### src/rv_isa_pkg.sv
package rv_isa_pkg;

    localparam int REG_IDX_W = 5;

    typedef logic [REG_IDX_W-1:0] reg_idx_t;

    // x0 is hardwired to zero, so it never has a producer in flight
    localparam reg_idx_t REG_ZERO = '0;

    localparam int RES_SRC_W = 2;

    typedef logic [RES_SRC_W-1:0] res_src_t;

    localparam res_src_t RES_SRC_ALU    = 2'd0;
    localparam res_src_t RES_SRC_MEMORY = 2'd1;     // data bus load, result known in memory stage
    localparam res_src_t RES_SRC_TCM    = 2'd2;     // tightly coupled memory load
    localparam res_src_t RES_SRC_PC4    = 2'd3;     // link address for jal and jalr

endpackage

### src/rv_ctrl_pkg.sv
package rv_ctrl_pkg;

    typedef logic [1:0] bp_sel_t;

    localparam bp_sel_t BP_DIRECT   = 2'd0;         // operand straight from the register file
    localparam bp_sel_t BP_MEMORY   = 2'd1;
    localparam bp_sel_t BP_WRITE    = 2'd2;
    localparam bp_sel_t BP_WRITE_BK = 2'd3;

    typedef logic [2:0] stage_t;

    localparam stage_t STAGE_FETCH   = 3'h1;
    localparam stage_t STAGE_DECODE  = 3'h2;
    localparam stage_t STAGE_EXECUTE = 3'h3;
    localparam stage_t STAGE_MEMORY  = 3'h4;
    localparam stage_t STAGE_WRITE   = 3'h5;

    typedef struct packed {
        rv_isa_pkg::reg_idx_t rs1;
        rv_isa_pkg::reg_idx_t rs2;
        rv_isa_pkg::reg_idx_t rd;
        logic                 reg_write;
        rv_isa_pkg::res_src_t res_src;
    } dec_meta_t;

    // only the destination matters once the instruction has left execute
    typedef struct packed {
        rv_isa_pkg::reg_idx_t rd;
        logic                 reg_write;
    } wb_meta_t;

    localparam int CNT_W = 16;

endpackage

### src/rv_ctrl_top.sv
module rv_ctrl_top
(
    input  logic                          i_clk,
    input  logic                          i_reset_n,
    input  logic                          i_staged_mode,
    input  rv_isa_pkg::reg_idx_t          i_decode_rs1,
    input  rv_isa_pkg::reg_idx_t          i_decode_rs2,
    input  rv_isa_pkg::reg_idx_t          i_decode_rd,
    input  logic                          i_decode_reg_write,
    input  rv_isa_pkg::res_src_t          i_decode_res_src,
    input  logic                          i_decode_inv_instr,
    input  logic                          i_exec_pc_sel,
    output rv_ctrl_pkg::bp_sel_t          o_exec_bp_rs1,
    output rv_ctrl_pkg::bp_sel_t          o_exec_bp_rs2,
    output logic                          o_fetch_pre_stall,
    output logic                          o_fetch_stall,
    output logic                          o_decode_stall,
    output logic                          o_decode_flush,
    output logic                          o_exec_flush,
    output rv_ctrl_pkg::stage_t           o_stage,
    output logic [rv_ctrl_pkg::CNT_W-1:0] o_stall_count,
    output logic [rv_ctrl_pkg::CNT_W-1:0] o_flush_count
);

    import rv_ctrl_pkg::*;

    dec_meta_t w_decode_meta;
    dec_meta_t r_exec_meta;
    wb_meta_t  w_memory_d;
    wb_meta_t  r_memory_meta;
    wb_meta_t  r_write_meta;
    wb_meta_t  r_write_back_meta;

    bp_sel_t   w_haz_bp_rs1;
    bp_sel_t   w_haz_bp_rs2;
    logic      w_load_stall;
    logic      w_haz_decode_flush;
    logic      w_haz_exec_flush;

    logic      w_seq_pre_stall;
    logic      w_seq_fetch_stall;
    logic      w_seq_decode_flush;

    assign w_decode_meta = '{
        rs1:       i_decode_rs1,
        rs2:       i_decode_rs2,
        rd:        i_decode_rd,
        reg_write: i_decode_reg_write,
        res_src:   i_decode_res_src
    };

    // a flushed execute slot becomes a bubble for the next stages
    rv_pipe_reg #(.payload_t(dec_meta_t)) u_exec_reg
    (
        .i_clk     (i_clk),
        .i_reset_n (i_reset_n),
        .i_clear   (o_exec_flush),
        .i_d       (w_decode_meta),
        .o_q       (r_exec_meta)
    );

    assign w_memory_d = '{rd: r_exec_meta.rd, reg_write: r_exec_meta.reg_write};

    rv_pipe_reg #(.payload_t(wb_meta_t)) u_memory_reg
    (
        .i_clk     (i_clk),
        .i_reset_n (i_reset_n),
        .i_clear   (1'b0),
        .i_d       (w_memory_d),
        .o_q       (r_memory_meta)
    );

    rv_pipe_reg #(.payload_t(wb_meta_t)) u_write_reg
    (
        .i_clk     (i_clk),
        .i_reset_n (i_reset_n),
        .i_clear   (1'b0),
        .i_d       (r_memory_meta),
        .o_q       (r_write_meta)
    );

    rv_pipe_reg #(.payload_t(wb_meta_t)) u_write_back_reg
    (
        .i_clk     (i_clk),
        .i_reset_n (i_reset_n),
        .i_clear   (1'b0),
        .i_d       (r_write_meta),
        .o_q       (r_write_back_meta)
    );

    rv_hazard u_hazard
    (
        .i_decode_rs1      (i_decode_rs1),
        .i_decode_rs2      (i_decode_rs2),
        .i_exec_meta       (r_exec_meta),
        .i_exec_pc_sel     (i_exec_pc_sel),
        .i_memory_meta     (r_memory_meta),
        .i_write_meta      (r_write_meta),
        .i_write_back_meta (r_write_back_meta),
        .o_exec_bp_rs1     (w_haz_bp_rs1),
        .o_exec_bp_rs2     (w_haz_bp_rs2),
        .o_load_stall      (w_load_stall),
        .o_decode_flush    (w_haz_decode_flush),
        .o_exec_flush      (w_haz_exec_flush)
    );

    rv_stage_seq u_stage_seq
    (
        .i_clk              (i_clk),
        .i_reset_n          (i_reset_n),
        .i_decode_inv_instr (i_decode_inv_instr),
        .o_stage            (o_stage),
        .o_fetch_pre_stall  (w_seq_pre_stall),
        .o_fetch_stall      (w_seq_fetch_stall),
        .o_decode_flush     (w_seq_decode_flush)
    );

    // with one instruction in flight there is nothing to bypass or squash
    always_comb
    begin
        if (i_staged_mode)
        begin
            o_exec_bp_rs1     = BP_DIRECT;
            o_exec_bp_rs2     = BP_DIRECT;
            o_fetch_pre_stall = w_seq_pre_stall;
            o_fetch_stall     = w_seq_fetch_stall;
            o_decode_stall    = 1'b0;
            o_decode_flush    = w_seq_decode_flush;
            o_exec_flush      = 1'b0;
        end
        else
        begin
            o_exec_bp_rs1     = w_haz_bp_rs1;
            o_exec_bp_rs2     = w_haz_bp_rs2;
            o_fetch_pre_stall = 1'b0;
            o_fetch_stall     = w_load_stall;
            o_decode_stall    = w_load_stall;
            o_decode_flush    = w_haz_decode_flush;
            o_exec_flush      = w_haz_exec_flush;
        end
    end

    rv_event_cnt u_event_cnt
    (
        .i_clk         (i_clk),
        .i_reset_n     (i_reset_n),
        .i_stall       (o_fetch_stall),
        .i_flush       (o_exec_flush),
        .o_stall_count (o_stall_count),
        .o_flush_count (o_flush_count)
    );

endmodule

### src/rv_event_cnt.sv
module rv_event_cnt
(
    input  logic                          i_clk,
    input  logic                          i_reset_n,
    input  logic                          i_stall,
    input  logic                          i_flush,
    output logic [rv_ctrl_pkg::CNT_W-1:0] o_stall_count,
    output logic [rv_ctrl_pkg::CNT_W-1:0] o_flush_count
);

    import rv_ctrl_pkg::*;

    localparam int NUM_EV = 2;

    logic [NUM_EV-1:0] w_events;
    logic [CNT_W-1:0]  r_count [NUM_EV];

    assign w_events = {i_flush, i_stall};           // slot 0 stalls, slot 1 flushes

    // each count sticks at all ones rather than wrapping
    always_ff @(posedge i_clk)
    begin
        for (int k = 0; k < NUM_EV; k++)
        begin
            if (!i_reset_n)
            begin
                r_count[k] <= '0;
            end
            else if (w_events[k] && (r_count[k] != '1))
            begin
                r_count[k] <= r_count[k] + 1'b1;
            end
        end
    end

    assign o_stall_count = r_count[0];
    assign o_flush_count = r_count[1];

endmodule

### src/rv_hazard.sv
module rv_hazard
(
    input  rv_isa_pkg::reg_idx_t  i_decode_rs1,
    input  rv_isa_pkg::reg_idx_t  i_decode_rs2,
    input  rv_ctrl_pkg::dec_meta_t i_exec_meta,
    input  logic                  i_exec_pc_sel,
    input  rv_ctrl_pkg::wb_meta_t i_memory_meta,
    input  rv_ctrl_pkg::wb_meta_t i_write_meta,
    input  rv_ctrl_pkg::wb_meta_t i_write_back_meta,
    output rv_ctrl_pkg::bp_sel_t  o_exec_bp_rs1,
    output rv_ctrl_pkg::bp_sel_t  o_exec_bp_rs2,
    output logic                  o_load_stall,
    output logic                  o_decode_flush,
    output logic                  o_exec_flush
);

    import rv_isa_pkg::*;
    import rv_ctrl_pkg::*;

    logic w_exec_is_load;
    logic w_load_stall;

    // nearest producer wins, a later stage only counts when the earlier ones miss
    function automatic bp_sel_t bp_select
    (
        input reg_idx_t rs,
        input wb_meta_t mem,
        input wb_meta_t wr,
        input wb_meta_t wb
    );
        bp_sel_t sel;
        sel = BP_DIRECT;
        if (rs != REG_ZERO)
        begin
            if (mem.reg_write && (mem.rd == rs))
            begin
                sel = BP_MEMORY;
            end
            else if (wr.reg_write && (wr.rd == rs))
            begin
                sel = BP_WRITE;
            end
            else if (wb.reg_write && (wb.rd == rs))
            begin
                sel = BP_WRITE_BK;
            end
        end
        return sel;
    endfunction

    always_comb
    begin
        o_exec_bp_rs1 = bp_select(i_exec_meta.rs1, i_memory_meta, i_write_meta,
                                  i_write_back_meta);
        o_exec_bp_rs2 = bp_select(i_exec_meta.rs2, i_memory_meta, i_write_meta,
                                  i_write_back_meta);
    end

    assign w_exec_is_load = (i_exec_meta.res_src == RES_SRC_MEMORY) ||
                            (i_exec_meta.res_src == RES_SRC_TCM);

    // load data arrives too late to bypass into the very next instruction
    assign w_load_stall = w_exec_is_load &&
                          ((i_decode_rs1 == i_exec_meta.rd) ||
                           (i_decode_rs2 == i_exec_meta.rd));

    assign o_load_stall   = w_load_stall;
    assign o_decode_flush = i_exec_pc_sel;
    assign o_exec_flush   = i_exec_pc_sel || w_load_stall;   // a stall leaves a bubble in execute

endmodule

### src/rv_pipe_reg.sv
module rv_pipe_reg
#(
    parameter type payload_t = logic
)
(
    input  logic     i_clk,
    input  logic     i_reset_n,
    input  logic     i_clear,
    input  payload_t i_d,
    output payload_t o_q
);

    payload_t r_slot;

    // an all-zero slot has reg_write low, so a bubble never claims a register
    always_ff @(posedge i_clk)
    begin
        if (!i_reset_n)
        begin
            r_slot <= '0;
        end
        else if (i_clear)
        begin
            r_slot <= '0;                       // squash into a bubble
        end
        else
        begin
            r_slot <= i_d;
        end
    end

    assign o_q = r_slot;

endmodule

### src/rv_stage_seq.sv
module rv_stage_seq
(
    input  logic                 i_clk,
    input  logic                 i_reset_n,
    input  logic                 i_decode_inv_instr,
    output rv_ctrl_pkg::stage_t  o_stage,
    output logic                 o_fetch_pre_stall,
    output logic                 o_fetch_stall,
    output logic                 o_decode_flush
);

    import rv_ctrl_pkg::*;

    stage_t r_stage;
    stage_t w_stage_next;

    // starting in memory lets the first fetch begin two cycles after reset
    always_ff @(posedge i_clk)
    begin
        if (!i_reset_n)
        begin
            r_stage <= STAGE_MEMORY;
        end
        else
        begin
            r_stage <= w_stage_next;
        end
    end

    always_comb
    begin
        case (r_stage)
            STAGE_FETCH:
                w_stage_next = STAGE_DECODE;
            STAGE_DECODE:
                w_stage_next = i_decode_inv_instr ? STAGE_DECODE : STAGE_EXECUTE;
            STAGE_EXECUTE:
                w_stage_next = STAGE_MEMORY;
            STAGE_MEMORY:
                w_stage_next = STAGE_WRITE;
            STAGE_WRITE:
                w_stage_next = STAGE_FETCH;
            default:
                w_stage_next = STAGE_FETCH;         // recover from an unused code
        endcase
    end

    assign o_stage = r_stage;

    // fetch is released one cycle early so the next instruction is on its way
    assign o_fetch_pre_stall = !((r_stage == STAGE_WRITE) && (w_stage_next == STAGE_FETCH));
    assign o_fetch_stall     = (r_stage != STAGE_FETCH);
    assign o_decode_flush    = !((r_stage == STAGE_FETCH) && (w_stage_next == STAGE_DECODE));

endmodule

### config.mk
export PLATFORM = sky130hd
export DESIGN_NAME = rv_ctrl_top
export DESIGN_NICKNAME = d
export VERILOG_FILES = /design/src/rv_isa_pkg.sv /design/src/rv_ctrl_pkg.sv /design/src/rv_ctrl_top.sv /design/src/rv_event_cnt.sv /design/src/rv_hazard.sv /design/src/rv_pipe_reg.sv /design/src/rv_stage_seq.sv
export SDC_FILE = /design/constraint.sdc
export NUM_CORES = 1
export LEC_CHECK = 0
export ABC_AREA = 0
export BUFFER_PORTS_ARGS = -buffer_cell sky130_fd_sc_hd__buf_2
export CORE_MARGIN = 4
export CORE_UTILIZATION = 54
export CTS_BUF_LIST = sky130_fd_sc_hd__clkbuf_4 sky130_fd_sc_hd__clkbuf_8 sky130_fd_sc_hd__clkbuf_16
export DETAILED_ROUTE_END_ITERATION = 8
export PLACE_DENSITY = 0.78
export SYNTH_ARGS = -nofsm -noshare
export SYNTH_HDL_FRONTEND = slang
export SYNTH_SLANG_ARGS = --single-unit
### constraint.sdc
create_clock -name i_clk -period 3.53 [get_ports i_clk]
set_input_delay 0.5295 -clock i_clk [delete_from_list [all_inputs] [get_ports i_clk]]
set_output_delay 0.5295 -clock i_clk [all_outputs]
set_load 0.02 [all_outputs]
### Word level (Yosys, flattened, before mapping)

Memory sizes are Yosys's and may differ from the RTL's.
Cells that the tools add are included.

| operators by class | value |
|---|---|
| $add $sub $neg | 2 |
| eq/ne operators | 20 |
| bitwise operators | 3 |
| mux-type cells | 26 |
| reductions and logical operators | 19 |

Operators by type and width:

| cell | count |
|---|---|
| == test 5 bit | 8 |
| adder 16 x 1 -> 16 bit, second input constant | 2 |
| two-way mux 16 bit | 2 |
| inequality test 16 bit, second input constant | 2 |
| two-way mux 2 bit | 10 |
| two-way mux 1 bit | 13 |
| one-hot mux 3 bit (4 select lines) | 1 |
| logical AND 1 bit | 11 |
| nonzero test 5 bit | 2 |
| == test 3 x 2 -> 1 bit, second input constant | 3 |
| == test 3 x 1 -> 1 bit, second input constant | 2 |
| == test 3 bit, second input constant | 2 |
| logical OR 1 bit | 3 |
| inequality test 3 x 1 -> 1 bit, second input constant | 1 |
| == test 2 x 1 -> 1 bit, second input constant | 1 |
| == test 2 bit, second input constant | 1 |
| zero test 1 bit | 2 |
| OR 1 bit | 2 |
| OR reduction 2 bit | 1 |
| inverter 1 bit | 1 |

| storage, ports and cells | value |
|---|---|
| flip-flop bits (word level) | 39 |
| input bits | 23 |
| memory bits (writable) | 32 |
| word-level logic and storage cells | 83 |
| memories | 1 |
| output and inout port bits | 44 |

Memories:

| memory | words | width | read ports | clocked after Yosys merged registers in | wr ports | line | source |
|---|---|---|---|---|---|---|---|
| u_event_cnt.r_count | 2 | 16 | 2 | 0 | 2 | rv_event_cnt.sv:16 | `logic [CNT_W-1:0] r_count [NUM_EV];` |

### Logic depth before layout (Yosys ltp)

| logic depth | value |
|---|---|
| word-level depth | 10 |
| gate-level depth with buffers | 7 |
| mapped depth without buffers | 6 |

### Cells and area by module

From an unflattened synthesis, not the netlist that was laid out.

| second synthesis, totals | value |
|---|---|
| cells, all modules | 335 |
| area, all modules | 3679.8 um^2 |

By module, submodules not included:

| module | area each (um^2) | times used | cells each | sequential area each (um^2) |
|---|---|---|---|---|
| rv_event_cnt | 1799.2 | 1 | 164 | 960.9 |
| rv_hazard | 588.1 | 1 | 74 | 0.0 |
| rv_pipe_reg (u_exec_reg) | 550.5 | 1 | 38 | 360.3 |
| rv_pipe_reg (u_memory_reg ...) | 172.7 | 3 | 12 | 120.1 |
| rv_stage_seq | 137.6 | 1 | 13 | 60.1 |
| rv_ctrl_top | 86.3 | 1 | 10 | 0.0 |

### Worst setup path before layout

Ideal clock, no wire load.

| timing | value |
|---|---|
| path kind | register to register |
| from | memory u_event_cnt.r_count[0][0] |
| to | memory u_event_cnt.r_count[0][0], enable pin |
| data arrival time | 2.422 ns |
| stages on the path, launching flop included | 6 |
| period minus slack after synthesis | 2.833 ns |
| setup time | 0.411 ns |
| data required time | 3.119 ns |
| slack | 0.697 ns |
| buffers on the path | 0 |
| cell sequence | edfxtp_1 -> ha_1 -> nand3_1 -> nor4_1 -> and3_2 -> o21ai_0 |

RTL lines:

| item | line |
|---|---|
| start, declared | rv_event_cnt.sv:16 |

### Final worst setup path

| timing | value |
|---|---|
| from | register u_exec_reg.r_slot, in the netlist u_exec_reg.o_q[7] |
| to | output o_exec_flush |

| on the way | value |
|---|---|
| longest elaborated chain between the ends | 5 |
| elaborated cells between the ends (all ways) | 6 |
| those cells by class | eq/ne: 2; mux: 1; reduce/logical: 3 |

Ends and longest elaborated chain:

| item | line | source |
|---|---|---|
| start, declared | rv_pipe_reg.sv:13 | `payload_t r_slot;` |
| start signal, assigned | rv_pipe_reg.sv:28 | `r_slot <= i_d;` |
| == test 5 bit, on equally long branches | rv_hazard.sv:64, rv_hazard.sv:65 |  |
| logical OR 1 bit (*) | rv_hazard.sv:64 | `((i_decode_rs1 == i_exec_meta.rd) \|\|` |
| logical AND 1 bit (*) | rv_hazard.sv:63 | `assign w_load_stall = w_exec_is_load &&` |
| logical OR 1 bit (*) | rv_hazard.sv:69 | `assign o_exec_flush = i_exec_pc_sel \|\| w_load_stall;` |
| two-way mux 1 bit (*) | rv_ctrl_top.sv:121 | `if (i_staged_mode)` |
| end, declared | rv_ctrl_top.sv:19 | `output logic o_exec_flush,` |

Mark *: on every way between the ends. The rest lies on a longest branch, timed or not.

==> metrics.cfg <==
[run_status]
status=complete, no violations

[clock_network]
cts.sinks=71
cts_resized=0
cts_buffer_depth=2
htreeDepth=3
cts_buffers=9
post-cts-setup-buffers=0
clkLatencyLatePin_ns=0.34
ctsHoldBuffers=0
cts_tree=done
clk_pin_slew_ns=0.08
cts-root-buf=clkbuf_8

[synthesis]
yosysSeqAreaShare=0.5060
synth-simple-area-share=0.2574
synth_xor_area_frac=0.1781
synth_mux_area_frac=0
ys_warn_count=0
yosys.area_share.adder=0.007270
synth_cells=325
syn_nets=350
synth.distinct_cells=34
synth-seq-cells=71
synth_top_family_by_area=simple AND/OR/NAND/NOR gates
avgSynthCellArea_sq_um=10.59
synth_area_sq_mm=0.003442
synth-compound-area-share=0.02326

[routing]
antenna_left=0
drt_iter0_drc=153
first_pass_iters=4
via_per_inst=5.213
avgRoutedWirePerCell_um=14.62
via_count=2476
route.detailed.drc=0
drt-total-wl_um=6943

[place]
dp.final_hpwl_um=5125
io_buffers=66
gp_congestion=0.8172

[power]
p_leak_nw=1.780
vdd_drop_max_mv=0.2870
cellPowerDensity_mw_per_mm2=453.5

[worst_setup_path]
cp_max_fo=18
crit_type=register to primary output
critPathSlowestCell=and3_1
start_kind=register
cp.required_ns=3.00
arrival_ns=2.11
critical_path.max_stage_delay_ns=0.69
cp-end-kind=primary output
worstPathCellList=xor2_1 > nor3_2 > nand4_1 > and3_1 > inv_1 > buf_2

[timing]
fin_crit_ns=2.640
setup_viol=0
finalCritPeriodShare=0.7478
rsz0062_at_grt=no
tightest_slew_ns=0.7763
relSlewSlack=0.4824
hold_viol_final=0
clock-skew-final_ns=0.009624
timing_max_transition_violations_final=0
tns_ns=0
fmax_mhz=378.8

[global_routing]
grt_pass1_vias=2363
grt_pass1_wl_um=11180
grt_max_degree=43
antenna_found_initial=0
overflow=0
grt_util_all_layers=0.1901

[floorplanning]
ios=67
row_count=28
die_x_um=87.84
die_area_sq_mm=0.007716
die_h_um=87.84
initial_utilization=0.5679
coreArea_sq_mm=0.006061

[layout]
fill_cells=488
n_antenna_cell=0
final_core_util=0.6614
syn_to_final_growth_pct=16.47
regArea_sq_mm=0.001742
multiInputGateArea_sq_mm=0.001604
layout_commonest_cell=buf_2
post_route_cells_drive_above_1_share=0.2575
layout_common_cells=66 x buf_2, 43 x xor2_1, 39 x dfxtp_1, 32 x edfxtp_1
fin_nets=420

[worst_hold_path]
min_path_type=primary input to register

[job]
drv_cap=0

## flip-flops by register name (all words and copies together), names as in the netlist
register,flops
u_write_reg.o_q,6
u_write_back_reg.o_q,6
u_exec_reg.o_q,18
u_event_cnt.r_count,32
u_stage_seq.o_stage,3
u_memory_reg.o_q,6
## layer usage
layer | GRT usage | wire [um] | share of wire
met1 | 0.2554 | 3270 | 0.47
met5 | 0 | 0 | 0
met3 | 0.04045 | 293 | 0.042
met2 | 0.3027 | 3285 | 0.47
met4 | 0.07113 | 94 | 0.014
## cell type report
class / count / share of cell area
clock buffer: 11 / 0.04057
clock inverter: 5 / 0.006866
inverter: 7 / 0.006554
multi-input combinational: 237 / 0.4001
sequential: 71 / 0.4345
tap: 75 / 0.02341
timing repair buffer: 69 / 0.08801
## synth_stat cells, drive strengths merged
| library cell | count | share of area |
|---|---|---|
| nand3 | 12 | 0.017 |
| nor3b | 1 | 0.0036 |
| o21a | 1 | 0.0022 |
| and2 | 19 | 0.035 |
| nor2 | 28 | 0.031 |
| buf | 6 | 0.016 |
| nor3 | 24 | 0.052 |
| a21oi | 3 | 0.0044 |
| nor2b | 2 | 0.0036 |
| nor4 | 9 | 0.016 |
| edfxtp | 32 | 0.28 |
| o21ai | 3 | 0.0044 |
| nand2 | 16 | 0.017 |
| o211ai | 1 | 0.0022 |
| ha | 2 | 0.0073 |
| xnor2 | 27 | 0.069 |
| a311o | 1 | 0.0058 |
| nand2b | 3 | 0.0055 |
| and3 | 28 | 0.052 |
| nand4 | 8 | 0.015 |
| clkbuf | 4 | 0.0044 |
| dfxtp | 39 | 0.23 |
| or3 | 1 | 0.0018 |
| inv | 7 | 0.0076 |
| or4 | 2 | 0.0044 |
| and4 | 1 | 0.0025 |
| o21bai | 2 | 0.0044 |
| xor2 | 43 | 0.11 |
## metrics by stage
step	std cells	worst slack, ns	power (W)	area [sq um]	hold slack [ns]
after floorplan	325	0.6972	0.001140	3442	0.4119
after global placement	459	1.009	0.001214	3819	0.4148
after detailed placement	459	0.9864	0.001221	3819	0.4192
after CTS	475	0.8782	0.001832	4009	0.4080
after global routing	475	0.6977	0.001898	4009	0.4193
final	475	0.8904	0.001818	4009	0.4246
## worst paths after layout
path,start,to,slack (ns),cells past startpoint
worst max-delay path,u_exec_reg.o_q[7]$_SDFF_PP0_,o_exec_flush,0.89,6
worst min register to register,u_exec_reg.o_q[2]$_SDFF_PP0_,u_memory_reg.o_q[0]$_SDFF_PN0_,0.43,1
worst min-delay path,i_decode_rd[0],u_exec_reg.o_q[3]$_SDFF_PP0_,0.42,2
worst max register to register,u_exec_reg.o_q[3]$_SDFF_PP0_,u_event_cnt.r_count[1][7]$_SDFFCE_PN0P_,1.27,6
## critical path, delay by kind of cell, from the launching register on
family        cells  cell delay [ns]
xor+xnor          1             0.19
simple gates      3             0.91
flops             1             0.40
buf+inv           2             0.26
## report_power, final
group          internal (W)  switching (W)  total [W]
clock              0.000314       0.000303   0.000617
sequential         0.000910      0.0000565   0.000966
combinational     0.0000962       0.000138   0.000235
total               0.00132       0.000497    0.00182
## cells by family (layout without fill, tap and decap cells)
logic type / Yosys count / after routing
AND/OR/NAND/NOR: 154 / 154
flip-flops: 71 / 71
XOR/XNOR: 70 / 70
buffers and inverters: 17 / 92
AO/OA/AOI/OAI: 11 / 11
adder cells (fa/ha/maj): 2 / 2
Power figures use the tool's default switching activity.
